==> config.mk <==
export PLATFORM = sky130hd
export DESIGN_NAME = periphTop
export DESIGN_NICKNAME = d
export VERILOG_FILES = /design/src/periphPkg.sv /design/src/gpioPort.sv /design/src/periphTop.sv /design/src/pinMux.sv /design/src/timerA.sv
export VERILOG_INCLUDE_DIRS = /design/src /design/src/src
export SDC_FILE = /design/constraint.sdc
export NUM_CORES = 1
export LEC_CHECK = 0
export BUFFER_PORTS_ARGS = -buffer_cell sky130_fd_sc_hd__buf_2
export CAP_MARGIN = 10
export CORE_UTILIZATION = 34
export CTS_CLUSTER_SIZE = 20
export DETAILED_ROUTE_END_ITERATION = 10
export SLEW_MARGIN = 10
export SYNTH_ARGS = -nofsm -noshare
export SYNTH_HDL_FRONTEND = slang
export SYNTH_HIERARCHICAL = 1
export SYNTH_SLANG_ARGS = --single-unit
==> constraint.sdc <==
create_clock -name SysClock -period 2.54 [get_ports SysClock]
set_clock_uncertainty 0.05 [all_clocks]
set_input_delay 0.254 -clock SysClock [delete_from_list [all_inputs] [get_ports SysClock]]
set_output_delay 0.254 -clock SysClock [all_outputs]
set_load 0.02 [all_outputs]
==> src/periph_defines.svh <==
/*
    Bus widths, base addresses and register offsets of the peripheral block.
    Included by the package, the RTL and the testbench.
*/
`ifndef PERIPH_DEFINES_SVH
`define PERIPH_DEFINES_SVH

`define PERIPH_DATA_W 16
`define PERIPH_ADDR_W 16

`define PORT_BASE 16'h0200
`define TIMER_BASE 16'h0340

// port registers, byte offsets from PORT_BASE
`define PORT_IN_OFS 16'h0000
`define PORT_OUT_OFS 16'h0002
`define PORT_DIR_OFS 16'h0004
`define PORT_REN_OFS 16'h0006
`define PORT_SEL0_OFS 16'h0008
`define PORT_SEL1_OFS 16'h000A

// timer registers, CCR1 and CCR2 follow CCR0 word by word
`define TIMER_CTL_OFS 16'h0000
`define TIMER_TAR_OFS 16'h0010
`define TIMER_CCR0_OFS 16'h0012
`define TIMER_CCM_COUNT 3

`define TIMER_MODE_LSB 4
`define TIMER_CLR_BIT 2

`endif

==> src/periphPkg.sv <==
/*
    Shared bus, pin-select and timer-mode types of the peripheral block,
    plus the byte-lane merge used by every register write.
*/
`default_nettype none

`include "periph_defines.svh"

package periphPkg;

    typedef logic [`PERIPH_DATA_W-1:0] dataWord;
    typedef logic [`PERIPH_ADDR_W-1:0] addrWord;

    // {SEL1, SEL0} of one pin
    typedef enum logic [1:0] {selGpio, selAlt1, selAlt2, selAlt3} pinSel;

    // code 2'b11 acts as stop
    typedef enum logic [1:0] {modeStop, modeUp, modeCont} timerMode;

    // byte writes take the low byte of the bus, lane picked by addr bit 0
    function automatic dataWord laneMerge(dataWord oldVal, dataWord newVal,
                                          logic byteMode, logic highLane);
        dataWord merged;
        merged = oldVal;
        if (!byteMode) begin
            merged = newVal;
        end else if (highLane) begin
            merged[`PERIPH_DATA_W-1:8] = newVal[7:0];
        end else begin
            merged[7:0] = newVal[7:0];
        end
        return merged;
    endfunction

endpackage

`default_nettype wire

==> src/gpioPort.sv <==
/*
    16-bit GPIO port with OUT, DIR, REN, SEL0 and SEL1 registers and a
    synchronized IN register. Reads are combinational and zero off-range.
*/
`default_nettype none

`include "periph_defines.svh"

module gpioPort import periphPkg::*; (
    input  wire logic    SysClock,
    input  wire logic    arstN,
    input  wire addrWord addr,
    input  wire dataWord wrData,
    input  wire logic    memWrite,
    input  wire logic    byteWrite,
    input  wire logic [15:0] portIn,
    output dataWord      rdData,
    output logic [15:0]  portOut,
    output logic [15:0]  portDir,
    output logic [15:0]  portRen,
    output pinSel        portSel [16]
);

    addrWord ofs;
    addrWord regOfs;
    logic    portHit;
    dataWord wrMerged;
    logic [15:0] sel0Reg;
    logic [15:0] sel1Reg;
    logic [15:0] inMeta;
    logic [15:0] inSync;

    assign ofs = addr - `PORT_BASE;
    assign regOfs = {ofs[`PERIPH_ADDR_W-1:1], 1'b0};
    // addresses below the base wrap to large offsets
    assign portHit = (regOfs <= `PORT_SEL1_OFS);

    always_comb begin
        wrMerged = wrData;
        unique case (regOfs)
            `PORT_OUT_OFS:  wrMerged = laneMerge(portOut, wrData, byteWrite, addr[0]);
            `PORT_DIR_OFS:  wrMerged = laneMerge(portDir, wrData, byteWrite, addr[0]);
            `PORT_REN_OFS:  wrMerged = laneMerge(portRen, wrData, byteWrite, addr[0]);
            `PORT_SEL0_OFS: wrMerged = laneMerge(sel0Reg, wrData, byteWrite, addr[0]);
            `PORT_SEL1_OFS: wrMerged = laneMerge(sel1Reg, wrData, byteWrite, addr[0]);
            default:        wrMerged = wrData;
        endcase
    end

    // IN is read-only, so no write case for it
    always_ff @(posedge SysClock or negedge arstN) begin
        if (!arstN) begin
            portOut <= '0;
            portDir <= '0;
            portRen <= '0;
            sel0Reg <= '0;
            sel1Reg <= '0;
        end else if (memWrite) begin
            case (regOfs)
                `PORT_OUT_OFS:  portOut <= wrMerged;
                `PORT_DIR_OFS:  portDir <= wrMerged;
                `PORT_REN_OFS:  portRen <= wrMerged;
                `PORT_SEL0_OFS: sel0Reg <= wrMerged;
                `PORT_SEL1_OFS: sel1Reg <= wrMerged;
                default: ;
            endcase
        end
    end

    // two-flop synchronizer on the pads
    always_ff @(posedge SysClock or negedge arstN) begin
        if (!arstN) begin
            inMeta <= '0;
            inSync <= '0;
        end else begin
            inMeta <= portIn;
            inSync <= inMeta;
        end
    end

    always_comb begin
        for (int i = 0; i < 16; i++) begin
            portSel[i] = pinSel'({sel1Reg[i], sel0Reg[i]});
        end
    end

    always_comb begin
        rdData = '0;
        if (portHit) begin
            case (regOfs)
                `PORT_IN_OFS:   rdData = inSync;
                `PORT_OUT_OFS:  rdData = portOut;
                `PORT_DIR_OFS:  rdData = portDir;
                `PORT_REN_OFS:  rdData = portRen;
                `PORT_SEL0_OFS: rdData = sel0Reg;
                `PORT_SEL1_OFS: rdData = sel1Reg;
                default:        rdData = '0;
            endcase
        end
    end

    // master must not write undefined data into the port
    wrDataKnown: assert property (@(posedge SysClock) disable iff (!arstN)
        (memWrite && portHit) |-> !$isunknown(wrData));

endmodule

`default_nettype wire

==> src/periphTop.sv <==
/*
    Peripheral top: one GPIO port, one Timer_A and the pad mux.
    Both register blocks share the bus; their read data is ORed together.
*/
`default_nettype none

`include "periph_defines.svh"

module periphTop import periphPkg::*; (
    input  wire logic    SysClock,
    input  wire logic    arstN,
    input  wire addrWord addr,
    input  wire dataWord wrData,
    input  wire logic    memWrite,
    input  wire logic    byteWrite,
    input  wire logic [15:0] padIn,
    output dataWord      rdData,
    output logic [15:0]  padOut,
    output logic [15:0]  padOe,
    output logic [15:0]  padPullEn
);

    dataWord     portRd;
    dataWord     timerRd;
    logic [15:0] portOut;
    logic [15:0] portDir;
    logic [15:0] portRen;
    pinSel       portSel [16];
    logic [`TIMER_CCM_COUNT-1:0] timerOut;

    gpioPort u_gpioPort (
        .SysClock(SysClock), .arstN(arstN),
        .addr(addr), .wrData(wrData), .memWrite(memWrite), .byteWrite(byteWrite),
        .portIn(padIn), .rdData(portRd),
        .portOut(portOut), .portDir(portDir), .portRen(portRen), .portSel(portSel)
    );

    timerA u_timerA (
        .SysClock(SysClock), .arstN(arstN),
        .addr(addr), .wrData(wrData), .memWrite(memWrite), .byteWrite(byteWrite),
        .rdData(timerRd), .timerOut(timerOut)
    );

    pinMux u_pinMux (
        .portOut(portOut), .portDir(portDir), .portRen(portRen), .portSel(portSel),
        .timerOut(timerOut),
        .padOut(padOut), .padOe(padOe), .padPullEn(padPullEn)
    );

    // each block returns zero outside its own range
    assign rdData = portRd | timerRd;

endmodule

`default_nettype wire

==> src/pinMux.sv <==
/*
    Per-pad function select between GPIO and the timer outputs.
    Purely combinational; pull enable only applies to pads not driven.
*/
`default_nettype none

`include "periph_defines.svh"

module pinMux import periphPkg::*; (
    input  wire logic [15:0] portOut,
    input  wire logic [15:0] portDir,
    input  wire logic [15:0] portRen,
    input  wire pinSel       portSel [16],
    input  wire logic [`TIMER_CCM_COUNT-1:0] timerOut,
    output logic [15:0]      padOut,
    output logic [15:0]      padOe,
    output logic [15:0]      padPullEn
);

    // pins that have a function, indexed by selection
    localparam logic [15:0] funcPins [4] = '{16'hFFFF, 16'h0003, 16'h0000, 16'h00E0};

    logic [15:0] funcOut [4];

    // alt1: TA out1/out2 on pins 0,1; alt3: TA out0..out2 on pins 5..7
    always_comb begin
        funcOut[0] = portOut;
        funcOut[1] = {14'b0, timerOut[2], timerOut[1]};
        funcOut[2] = '0;
        funcOut[3] = {8'b0, timerOut[2], timerOut[1], timerOut[0], 5'b0};
    end

    always_comb begin
        for (int i = 0; i < 16; i++) begin
            padOut[i] = funcOut[portSel[i]][i] & funcPins[portSel[i]][i];
            padOe[i] = portDir[i] & funcPins[portSel[i]][i];
            padPullEn[i] = portRen[i] & ~padOe[i];
        end
    end

    // no pad drives under a selection without a function
    always_comb begin
        for (int i = 0; i < 16; i++) begin
            noFuncOff: assert final (!padOe[i] ||
                (portSel[i] == selGpio) ||
                ((portSel[i] == selAlt1) && (i < 2)) ||
                ((portSel[i] == selAlt3) && (i >= 5) && (i <= 7)));
        end
    end

endmodule

`default_nettype wire

==> src/timerA.sv <==
/*
    Timer_A with CTL, TAR and CCR0..CCR2. Counts on SysClock in stop, up
    or continuous mode; each compare unit toggles its output on a match.
*/
`default_nettype none

`include "periph_defines.svh"

module timerA import periphPkg::*; (
    input  wire logic    SysClock,
    input  wire logic    arstN,
    input  wire addrWord addr,
    input  wire dataWord wrData,
    input  wire logic    memWrite,
    input  wire logic    byteWrite,
    output dataWord      rdData,
    output logic [`TIMER_CCM_COUNT-1:0] timerOut
);

    addrWord  ofs;
    addrWord  regOfs;
    logic     wrCtl;
    logic     wrTar;
    logic     clrReq;
    logic [`TIMER_CCM_COUNT-1:0] wrCcr;
    dataWord  ctlNext;
    dataWord  ctl;
    dataWord  tar;
    dataWord  ccr [`TIMER_CCM_COUNT];
    timerMode mode;
    logic     running;

    assign ofs = addr - `TIMER_BASE;
    assign regOfs = {ofs[`PERIPH_ADDR_W-1:1], 1'b0};

    assign wrCtl = memWrite && (regOfs == `TIMER_CTL_OFS);
    assign wrTar = memWrite && (regOfs == `TIMER_TAR_OFS);

    always_comb begin
        for (int i = 0; i < `TIMER_CCM_COUNT; i++) begin
            wrCcr[i] = memWrite && (regOfs == `TIMER_CCR0_OFS + addrWord'(2 * i));
        end
    end

    assign ctlNext = laneMerge(ctl, wrData, byteWrite, addr[0]);
    assign clrReq = wrCtl && ctlNext[`TIMER_CLR_BIT];

    assign mode = timerMode'(ctl[`TIMER_MODE_LSB +: 2]);
    assign running = (mode == modeUp) || (mode == modeCont);

    // clear bit is a strobe and is never stored
    always_ff @(posedge SysClock or negedge arstN) begin
        if (!arstN) begin
            ctl <= '0;
        end else if (wrCtl) begin
            ctl <= ctlNext;
            ctl[`TIMER_CLR_BIT] <= 1'b0;
        end
    end

    always_ff @(posedge SysClock or negedge arstN) begin
        if (!arstN) begin
            tar <= '0;
        end else if (clrReq) begin
            tar <= '0;
        end else if (wrTar) begin
            tar <= laneMerge(tar, wrData, byteWrite, addr[0]);
        end else begin
            case (mode)
                // >= so a TAR left above CCR0 still falls back to 0
                modeUp:   tar <= (tar >= ccr[0]) ? '0 : tar + 16'd1;
                modeCont: tar <= tar + 16'd1;
                default:  tar <= tar;
            endcase
        end
    end

    always_ff @(posedge SysClock or negedge arstN) begin
        if (!arstN) begin
            for (int i = 0; i < `TIMER_CCM_COUNT; i++) begin
                ccr[i] <= '0;
            end
            timerOut <= '0;
        end else begin
            for (int i = 0; i < `TIMER_CCM_COUNT; i++) begin
                if (wrCcr[i]) begin
                    ccr[i] <= laneMerge(ccr[i], wrData, byteWrite, addr[0]);
                end
                if (running && (tar == ccr[i])) begin
                    timerOut[i] <= ~timerOut[i];
                end
            end
        end
    end

    always_comb begin
        rdData = '0;
        if (regOfs == `TIMER_CTL_OFS) begin
            rdData = ctl;
        end else if (regOfs == `TIMER_TAR_OFS) begin
            rdData = tar;
        end else begin
            for (int i = 0; i < `TIMER_CCM_COUNT; i++) begin
                if (regOfs == `TIMER_CCR0_OFS + addrWord'(2 * i)) begin
                    rdData = ccr[i];
                end
            end
        end
    end

    // a mode switch or a TAR/CCR0 write may leave TAR past CCR0 for one cycle
    upModeBound: assert property (@(posedge SysClock) disable iff (!arstN)
        (mode == modeUp) && !$past(wrCtl || wrTar || wrCcr[0]) |-> (tar <= ccr[0]));

    clrReadsZero: assert property (@(posedge SysClock) disable iff (!arstN)
        (regOfs == `TIMER_CTL_OFS) |-> !rdData[`TIMER_CLR_BIT]);

endmodule

`default_nettype wire

==> results of run 1 <==
-- per-layer routing --
| layer | global-route usage [%] | wire [um] |
|---|---|---|
| met5 | 0 | 11 |
| met4 | 9.694 | 1573 |
| met3 | 5.035 | 3810 |
| met2 | 35.18 | 18620 |
| met1 | 32.47 | 17910 |
-- cell families (layout without fill, tap and decap cells) --
| kind of cell | Yosys count | in the layout | synth area share, % |
|---|---|---|---|
| simple gates | 380 | 380 | 18.17 |
| compound gates | 322 | 322 | 18.97 |
| flops | 194 | 194 | 41.20 |
| fa+ha+maj | 21 | 21 | 2.230 |
| mux | 128 | 128 | 11.81 |
| xor+xnor | 42 | 42 | 3.122 |
| buf+inv | 121 | 378 | 4.503 |
| other cells | 0 | 1 | 0 |
-- registers in the layout, indices dropped and copies added (netlist names) --
signal	count
u_gpioPort/sel0Reg	16
u_gpioPort/inSync	16
u_gpioPort/inMeta	16
u_gpioPort/portDir	16
u_gpioPort/portOut	16
u_timerA/ctl	15
u_timerA/timerOut	3
u_gpioPort/sel1Reg	16
u_timerA/tar	16
u_timerA/ccr	48
u_gpioPort/portRen	16
-- power breakdown --
group | switching [W] | internal (W)
Clock | 0.00125 | 0.00132
Combinational | 0.000575 | 0.000358
Sequential | 0.0000228 | 0.00313
Total | 0.00185 | 0.00481
-- cell usage after synthesis, types with 5 or more instances --
| cell type | number | area [um2] |
|---|---|---|
| inv_1 | 40 | 150.1 |
| nand3b_1 | 5 | 37.54 |
| xor2_1 | 37 | 324.1 |
| o22ai_1 | 32 | 200.2 |
| nor2_1 | 92 | 345.3 |
| a221oi_1 | 21 | 183.9 |
| nor3_1 | 11 | 55.05 |
| nor3b_2 | 11 | 137.6 |
| a2bb2oi_1 | 7 | 61.31 |
| buf_2 | 22 | 110.1 |
| or2_1 | 17 | 106.4 |
| mux2_2 | 51 | 574.3 |
| a32oi_1 | 8 | 70.07 |
| o31ai_1 | 8 | 60.06 |
| mux2i_1 | 58 | 580.6 |
| ha_1 | 21 | 262.8 |
| xnor2_1 | 5 | 43.79 |
| mux2_1 | 17 | 191.4 |
| nor2b_1 | 22 | 137.6 |
| or2_2 | 7 | 43.79 |
| o21ai_0 | 51 | 255.2 |
| and2_1 | 17 | 106.4 |
| nor4_1 | 10 | 62.56 |
| a31oi_1 | 55 | 344.1 |
| nand4_1 | 14 | 87.58 |
| nand3_1 | 39 | 195.2 |
| and3_1 | 6 | 37.54 |
| clkbuf_1 | 46 | 172.7 |
| or3_1 | 8 | 50.05 |
| a21oi_1 | 25 | 125.1 |
| buf_4 | 5 | 37.54 |
| o2bb2ai_1 | 11 | 96.34 |
| nand2b_1 | 12 | 75.07 |
| nand2_1 | 67 | 251.5 |
| nor3b_1 | 18 | 135.1 |
| a22oi_1 | 12 | 90.09 |
| o2111a_1 | 16 | 180.2 |
| o21ai_1 | 42 | 210.2 |
| dfrtp_1 | 194 | 4855 |
-- path summary, 6_finish.rpt --
path | to | slack (ps) | depth (start not counted) | startpoint
worst max-delay path | u_timerA/tar[9]$_DFFE_PN0P_ | -40 | 8 | u_timerA/tar[7]$_DFFE_PN0P_
worst min-delay path | u_gpioPort/portOut[8]$_DFFE_PN0P_ | 150 | 3 | wrData[8]
worst max register to register | u_timerA/tar[9]$_DFFE_PN0P_ | -40 | 8 | u_timerA/tar[7]$_DFFE_PN0P_
worst min register to register | u_gpioPort/inSync[12]$_DFF_PN0_ | 300 | 0 | u_gpioPort/inMeta[12]$_DFF_PN0_
max in group asynchronous | u_timerA/ctl[6]$_DFFE_PN0P_ | 1370 | 3 | arstN
min in group asynchronous | u_gpioPort/sel1Reg[10]$_DFFE_PN0P_ | 370 | 2 | arstN
-- through the flow --
| stage | setup slack [ps] | hold WS (ps) |
|---|---|---|
| after detailed placement | -147.8 | 285.5 |
| final | -41.81 | 152.7 |
| after floorplan | 2.318 | -91.59 |
| after global placement | -134.6 | 282.5 |
| after CTS | -1.259 | 130.3 |
| after global routing | -107.5 | 146.1 |
-- critical path, stage by stage (launching register included) --
cell and delay, ps:
dfrtp_1 390, ha_1 310, a21oi_1 140, o21ai_0 170
a221o_1 400, o41ai_4 350, buf_12 230, nand2_1 90
o311ai_1 320
-- timing repair --
action	in CTS	in global routing
buffers inserted	8	5
cloned	0	0
hold buffers	17	0
hold endpoints to repair	89	0
pin swaps	12	35
setup endpoints to repair	21	46
resized for setup	29	109
-- cell type report --
cell class / count / share of cell area [%]
clock inverter: 9 / 0.4966
clock buffer: 23 / 3.045
inverter: 40 / 0.9769
timing repair buffer: 306 / 15.75
multi-input combinational: 893 / 44.48
tap: 448 / 3.647
sequential: 194 / 31.59
antenna: 1 / 0.01628
==> results.ini, run 1 <==
[final_layout]
drive_gt1_share_pct = 32.83
syn_to_final_growth_pct = 30.44
multi_input_comb_area_um2 = 6837
final.fill_count = 3178
design_area_um2 = 15370
regArea_um2 = 4855
mostFrequentLayoutCell = dfrtp_1
final_cell_mix = dfrtp_1, buf_4, buf_2, nor2_1, nand2_1
layout.cells.non_filler = 1914
fin_nets = 1525
final_util_pct = 45.49

[power]
vdd_drop_max_v = 0.0004661
leakage_nw = 7.268
powerDensity_nw_per_um2 = 432.8
total_power_w = 0.006652

[yosys]
async_flop_share_pct = 100.0
yosys_most_used_dff = dfrtp_1
synth_edf_count = 0
syn_nets = 1281
postSynthCellCount = 1208
netlist_area_um2 = 11780
ys_seq_area_share_pct = 41.20
avgSynthCellArea_um2 = 9.754
synth-seq-cells = 194
synth_cell_types = 79
synth_warnings = 6

[clock_tree]
h-tree-depth = 4
cts_tree = built
cts_max_path_buffers = 2
clock_sinks = 194
clock_latency_ps = 450
path_clk_slew_ps = 80
numCtsBuffers = 17
cts-root-buf = clkbuf_16

[grt]
antenna_found_initial = 2
grt_overflow = 0
grt_pass1_vias = 10680
grt_max_degree = 77
grt_usage_pct = 23.42
grt_pass1_wl_um = 63290

[routing]
drt-pass1-iter-count = 5
wl_um = 41920
wire_per_inst_um = 21.90
drc_errors = 0
vias_per_cell = 5.716
ant_nets = 0
drtIter0Drc = 1106
routed-via-count = 10940

[worst_hold_path]
hp-class = input port to register

[timing]
max_freq_mhz = 387.3
fin_crit_sh_pct = 101.6
fin_tns_setup_ps = -83.01
grt_setup_unrepaired = yes
setup_slack_ps = -41.81
drv_slew = 0
worst_pin_slew_ps = 676.4
slew_headroom_pct = 54.49
hold_viol_final = 0
layout_min_cycle_time_ps = 2582
setup_viol = 3

[floorplanning]
die_y_um = 188.2
start_util_pct = 34.88
core_area_um2 = 33780
rows = 67
dieWidth_um = 188.2
die_area_um2 = 35400
io_pins = 116

[placed_design]
dpl.cell_count = 1852
dpl-instance-area_um2 = 13940
gp_congestion = 0.9535
port_buffers = 115
hpwl_um = 30410

[setup_path]
end_kind = register
required_ps = 2810
crit_type = register to register
crit_fanout = 28
arrival_ps = 2860
critPathLaunchType = register

[run_status]
violations = setup timing
outcome = finished with violations

[flow_run]
max-cap-violations = 0

Note: power is estimated with default switching activity, not from simulation.
==> run 2: changes to the inputs <==
- CTS_BUF_LIST: not set -> sky130_fd_sc_hd__clkbuf_4 sky130_fd_sc_hd__clkbuf_8
==> run 2 against run 1 <==
The flow still finishes with violations (setup timing); critical endpoint is now rdData[7]; largest cell class unchanged; register-to-register slack better by 40 ps; non-clock buffer count stayed put; via count is 0.82% higher; clock-buffer cell count stayed put; core utilization is 0.42 points lower; die area stayed put; combinational power hardly changed; critical path depth is 2 higher; final cell count hardly changed.
==> results.ini, run 2 (synthesized netlist as in run 1, its figures left out) <==
[setup_path]
r2r_cells = 9  ; was 8
end_kind = output pin  ; was register
worstReg2RegEnd = u_timerA/tar[8]$_DFFE_PN0P_  ; was u_timerA/tar[9]$_DFFE_PN0P_
crit_top_cell = buf_6
worstReg2RegStart = u_timerA/tar[13]$_DFFE_PN0P_  ; was u_timerA/tar[7]$_DFFE_PN0P_
crit_chain = buf_8, buf_6, or3_4, nor4_4, o2111ai_4, buf_12, nor2_4, o2111a_1, or2_4, buf_6  ; was ha_1, a21oi_1, o21ai_0, a221o_1, o41ai_4, buf_12, nand2_1, o311ai_1
crit_type = input port to output pin  ; was register to register
arrival_ps = 2250  ; was 2860 ps
critPathLaunchType = input port  ; was register
required_ps = 2240  ; was 2810 ps
cp.buffers_inverters = 4  ; was 1
crit_family = simple AND/OR/NAND/NOR gates  ; was compound AO/OA/AOI/OAI gates
critical_path_depth = 10  ; was 8
crit_fanout = 8  ; was 28
cpPeakStageDelay_ps = 400  ; about the same
slowest_stage = or3_4  ; was a221o_1
r2r_slack_ps = 0  ; was -40 ps

[clock_tree]
h-tree-depth = 4  ; unchanged
path_clk_slew_ps = 100  ; was 80 ps
cts-root-buf = clkbuf_8  ; was clkbuf_16
cts_tree = built  ; unchanged
clock_latency_ps = 490  ; was 450 ps
cts_max_path_buffers = 2  ; unchanged
numCtsBuffers = 17  ; unchanged
clock_sinks = 194  ; unchanged

[grt]
grt_pass1_wl_um = 63360  ; was 63290 um
grt_overflow = 0  ; unchanged
antenna_found_initial = 1  ; was 2
grt_pass1_vias = 10670  ; was 10.68k
grt_usage_pct = 23.40  ; was 23.42%
grt_max_degree = 77  ; unchanged

[timing]
fin_tns_setup_ps = -23.59  ; was -83.01 ps
grt_setup_unrepaired = yes  ; unchanged
layout_min_cycle_time_ps = 2557  ; was 2582 ps
setup_slack_ps = -17.14  ; was -41.81 ps
worst_pin_slew_ps = 650.8  ; was 676.4 ps
fin_crit_sh_pct = 100.7  ; was 101.6%
drv_slew = 0  ; unchanged
hold_viol_final = 0  ; unchanged
setup_viol = 4  ; was 3
max_freq_mhz = 391.1  ; was 387.3 MHz
slew_headroom_pct = 56.61  ; was 54.49%

[floorplanning]
die_y_um = 188.2  ; unchanged
start_util_pct = 34.88  ; unchanged
rows = 67  ; unchanged
io_pins = 116  ; unchanged
dieWidth_um = 188.2  ; unchanged
core_area_um2 = 33780  ; unchanged
die_area_um2 = 35400  ; unchanged

[worst_hold_path]
hp-class = input port to register  ; unchanged
hold_path_startpoint = wrData[8]  ; unchanged
min_to = u_gpioPort/portOut[8]$_DFFE_PN0P_  ; unchanged
hold_path_depth = 3  ; unchanged

[power]
leakage_nw = 7.188  ; was 7.268 nW
powerDensity_nw_per_um2 = 395.8  ; was 432.8 nW/um2
total_power_w = 0.006027  ; was 0.006652 W
vdd_drop_max_v = 0.0003266  ; was 0.0004661 V

[final_layout]
final_cell_mix = dfrtp_1, buf_4, buf_2, nor2_1, nand2_1  ; unchanged
largest_reg_flops = 48  ; unchanged
n_antenna_cell = 0  ; was 1
final_util_pct = 45.07  ; was 45.49%
syn_to_final_growth_pct = 29.23  ; was 30.44%
mostFrequentLayoutCell = dfrtp_1  ; unchanged
drive_gt1_share_pct = 33.58  ; was 32.83%
design_area_um2 = 15230  ; was 15370 um2
fin_nets = 1525  ; unchanged
regMostFlops = u_timerA/ccr  ; unchanged

[routing]
ant_nets = 0  ; unchanged
wl_um = 41870  ; was 41920 um
drtIter0Drc = 1031  ; was 1106
routed-via-count = 11030  ; was 10.94k
drc_errors = 0  ; unchanged
vias_per_cell = 5.766  ; was 5.716
drt-pass1-iter-count = 6  ; was 5
wire_per_inst_um = 21.89  ; was 21.90 um

[placed_design]
place_ws_ps = -147.8  ; unchanged
hpwl_um = 30410  ; unchanged
dpl-instance-area_um2 = 13940  ; unchanged
port_buffers = 115  ; unchanged
gp_congestion = 0.9535  ; unchanged

[run_status]
violations = setup timing  ; unchanged
outcome = finished with violations  ; unchanged

[flow_run]
max-cap-violations = 0  ; unchanged

[run 2: changes by cell type in the layout (fill, tap and decap cells not counted), sizes merged]
cell / previous run / this run
diode: 1 / 0
[run 2: report_power, final]
group          total [W]  internal (W)  switching, W
combinational   0.000932      0.000354      0.000578
sequential       0.00315       0.00313     0.0000226
clock            0.00194      0.000786       0.00116
total            0.00603       0.00427       0.00176
[run 2: layer usage]
layer | vias up | wire length, um | global-route usage [%]
li1 | 4972 | - | -
met2 | 562 | 18950 | 35.54
met1 | 5409 | 18200 | 32.95
met3 | 85 | 3319 | 4.192
met5 | - | 11 | 0
met4 | 2 | 1386 | 8.943
[run 2: area by class of cell]
cell class | count | area, um2
clock buffers | 23 | 291.5
inverters | 40 | 150.1
multi-input cells | 893 | 6913
fillers | 3207 | 18560
flip-flops and latches | 194 | 4855
clock inverters | 9 | 76.32
well taps | 448 | 560.5
repair buffers | 306 | 2381
[run 2: worst max-delay path by stage]
stage | start | endpoint | slack, ps
after detailed placement | addr[10] | rdData[7] | -150
after floorplan | addr[6] | rdData[10] | 2
after global routing | u_timerA/tar[13]$_DFFE_PN0P_ | u_timerA/tar[6]$_DFFE_PN0P_ | -120
final | addr[6] | rdData[7] | -20
after global placement | addr[10] | rdData[7] | -130
after CTS | addr[7] | rdData[4] | -30
[run 2: tightest hold or removal path, cell delays in order]
cell and delay, ps:
buf_2 120, o22ai_1 140, a2bb2oi_1 90
[run 2: repair_timing]
action / CTS / global route
setup buffers: 8 / 5
setup endpoints to repair: 22 / 47
pin swaps: 12 / 42
hold buffers: 17 / 0
hold endpoints to repair: 89 / 0
gates resized for setup: 39 / 102
[run 2: per-stage QoR]
step	hold slack, ps	instances
after floorplan	-91.59	1208
after global placement	282.5	1852
after detailed placement	285.5	1852
after CTS	72.80	1908
after global routing	90.31	1913
final	110.5	1913
==> run 3: changes to the inputs <==
- TNS_END_PERCENT: not set -> 1
- clock period: 2.54 -> 2.6 ns (I/O delays scaled with it)
==> run 3 against run 2 <==
Sequential power is 2% lower; clock power up 8%; global-route usage is essentially flat; the flow still finishes with violations (setup timing); combinational power is 7.9% lower; setup slack improved by 11 ps; die area did not move.
==> results.ini, run 3 (synthesized netlist as in run 1, its figures left out) <==
[setup_path]
crit_chain = buf_8, inv_4, ha_4, nand4bb_1, nor3_2, nand4_1, or2_4, buf_8, o22ai_2, nor2_1, or2_1, buf_6  ; was buf_8, buf_6, or3_4, nor4_4, o2111ai_4, buf_12, nor2_4, o2111a_1, or2_4, buf_6
crit_top_cell = buf_8  ; was buf_6
crit_family = simple AND/OR/NAND/NOR gates  ; unchanged
arrival_ps = 2300  ; was 2250 ps
end_kind = output pin  ; unchanged
critPathLaunchType = input port  ; unchanged
cpPeakStageDelay_ps = 320  ; was 400 ps
crit_fanout = 8  ; unchanged
slowest_stage = or2_4  ; was or3_4
cp.buffers_inverters = 4  ; unchanged
crit_type = input port to output pin  ; unchanged
required_ps = 2290  ; was 2240 ps

[run_status]
violations = setup timing  ; unchanged
outcome = finished with violations  ; unchanged

[clock_tree]
clock_sinks = 194  ; unchanged
h-tree-depth = 4  ; unchanged
cts_tree = built  ; unchanged
clock_latency_ps = 500  ; was 490 ps
numCtsBuffers = 17  ; unchanged
cts-root-buf = clkbuf_8  ; unchanged
cts_max_path_buffers = 2  ; unchanged
path_clk_slew_ps = 100  ; about the same

[placed_design]
port_buffers = 115  ; unchanged
place_ws_ps = -155.5  ; was -147.8 ps
hpwl_um = 30530  ; was 30410 um
dpl.cell_count = 1830  ; was 1852
gp_congestion = 0.9967  ; was 0.9535

[power]
powerDensity_nw_per_um2 = 407.7  ; was 395.8 nW/um2
share_comb_of_total_power_pct = 14.2  ; was 15.5%
p_sw_w = 0.001676  ; was 0.001759 W
vdd_drop_max_v = 0.0003437  ; was 0.0003266 V
pwr-share-seq_pct = 51.0  ; was 52.3%
clockPowerShare_pct = 34.8  ; was 32.3%
leakage_nw = 7.018  ; was 7.188 nW
netSwitchingFraction_pct = 27.76  ; was 29.18%
p_int_w = 0.004362  ; was 0.004268 W

[grt]
grt_overflow = 0  ; unchanged
grt_usage_pct = 23.39  ; was 23.40%
grt_pass1_vias = 10730  ; was 10.67k
grt_max_degree = 74  ; was 77
grt_pass1_wl_um = 63300  ; was 63360 um
antenna_found_initial = 2  ; was 1

[final_layout]
final_cell_mix = dfrtp_1, buf_4, buf_2, nor2_1, nand2_1  ; unchanged
regMostFlops = u_timerA/ccr  ; unchanged
largest_reg_flops = 48  ; unchanged
syn_to_final_growth_pct = 25.70  ; was 29.23%
layout.cells.non_filler = 1887  ; was 1913
final_util_pct = 43.84  ; was 45.07%
drive_gt1_share_pct = 30.50  ; was 33.58%
fin_nets = 1497  ; was 1525
mostFrequentLayoutCell = dfrtp_1  ; unchanged
final.fill_count = 3290  ; was 3207

[timing]
setup_slack_ps = -5.787  ; was -17.14 ps
fin_crit_sh_pct = 100.2
slew_headroom_pct = 42.57  ; was 56.61%
grt_setup_unrepaired = yes  ; unchanged
setup_viol = 3  ; was 4
fin_hold_ws_ps = 86.34  ; was 110.5 ps
worst_pin_slew_ps = 861.5  ; was 650.8 ps
max_freq_mhz = 383.8
hold_viol_final = 0  ; unchanged
fin_tns_setup_ps = -7.501  ; was -23.59 ps
layout_min_cycle_time_ps = 2606
drv_slew = 0  ; unchanged

[routing]
drtIter0Drc = 1079  ; was 1031
routed-via-count = 10920  ; was 11.03k
wire_per_inst_um = 22.15  ; was 21.89 um
vias_per_cell = 5.788  ; was 5.766
wl_um = 41800  ; was 41870 um
drt-pass1-iter-count = 5  ; was 6
ant_nets = 0  ; unchanged
drc_errors = 0  ; unchanged

[floorplanning]
dieWidth_um = 188.2  ; unchanged
core_area_um2 = 33780  ; unchanged
die_area_um2 = 35400  ; unchanged
start_util_pct = 34.88  ; unchanged
die_y_um = 188.2  ; unchanged
io_pins = 116  ; unchanged
rows = 67  ; unchanged

[flow_run]
max-cap-violations = 0  ; unchanged

[worst_hold_path]
hp-class = input port to register  ; unchanged

==> run 3: power groups by stage <==
stage | registers (W) | clock network (W) | logic (W)
floorplan | 0.00313 | 0 | 0.000398
global placement | 0.00314 | 0 | 0.000780
detailed placement | 0.00314 | 0 | 0.000787
CTS | 0.00308 | 0.00215 | 0.000821
global route | 0.00308 | 0.00225 | 0.000913
finish | 0.00308 | 0.00210 | 0.000858
==> run 3: per-stage QoR <==
| step | total power, W | cell area (um2) |
|---|---|---|
| final | 0.006038 | 14810 |
| after CTS | 0.006046 | 14470 |
| after detailed placement | 0.003924 | 13700 |
| after global routing | 0.006251 | 14810 |
| after global placement | 0.003918 | 13700 |
| after floorplan | 0.003527 | 11790 |
==> run 3: repair_timing <==
action / in CTS / in global routing
hold endpoints to repair: 76 / 0
setup buffers: 5 / 0
gates cloned: 0 / 1
pin swaps: 9 / 25
resized for setup: 31 / 73
hold buffers: 17 / 0
endpoints found under the setup margin: 17 / 30
==> run 3: final timing paths <==
path | startpoint | end | slack [ps] | cells past startpoint
max | addr[7] | rdData[12] | -6 | 12
min | wrData[8] | u_gpioPort/portOut[8]$_DFFE_PN0P_ | 90 | 3
max reg2reg | u_timerA/tar[13]$_DFFE_PN0P_ | u_timerA/tar[7]$_DFFE_PN0P_ | 70 | 9
min reg2reg | u_gpioPort/inMeta[12]$_DFF_PN0_ | u_gpioPort/inSync[12]$_DFF_PN0_ | 300 | 0
max in group asynchronous | arstN | u_timerA/ccr[37]$_DFFE_PN0P_ | 1460 | 3
min in group asynchronous | arstN | u_gpioPort/sel0Reg[3]$_DFFE_PN0P_ | 240 | 2
==> run 3: area by class of cell <==
class                           instances  area (um2)  area share (%)
Clock buffer                           19       255.2           1.723
Timing Repair Buffer                  278        2072           13.99
Multi-Input combinational cell        893        6746           45.55
Sequential cell                       194        4855           32.78
Inverter                               40       155.1           1.048
Antenna cell                            3       7.507         0.05069
Clock inverter                         12       158.9           1.073
Tap cell                              448       560.5           3.785
==> run 3: per-layer routing <==
metal	vias to the layer above	wire length, um	global-route usage, %	part of all wire, %
met5	-	0	0	0
met4	0	1296	8.286	3.1
met3	75	3164	4.230	7.6
met2	516	19080	36.64	46
met1	5412	18260	32.20	44
li1	4919	-	-	-
==> run 3: worst reg2reg max path: stages, from the launching register on <==
cell	delay, ps
dfrtp_1	440
ha_4	290
nand4_1	140
or4_4	580
a221oi_2	190
buf_4	150
o41ai_4	80
buf_12	180
a31oi_1	220
o21ai_1	90
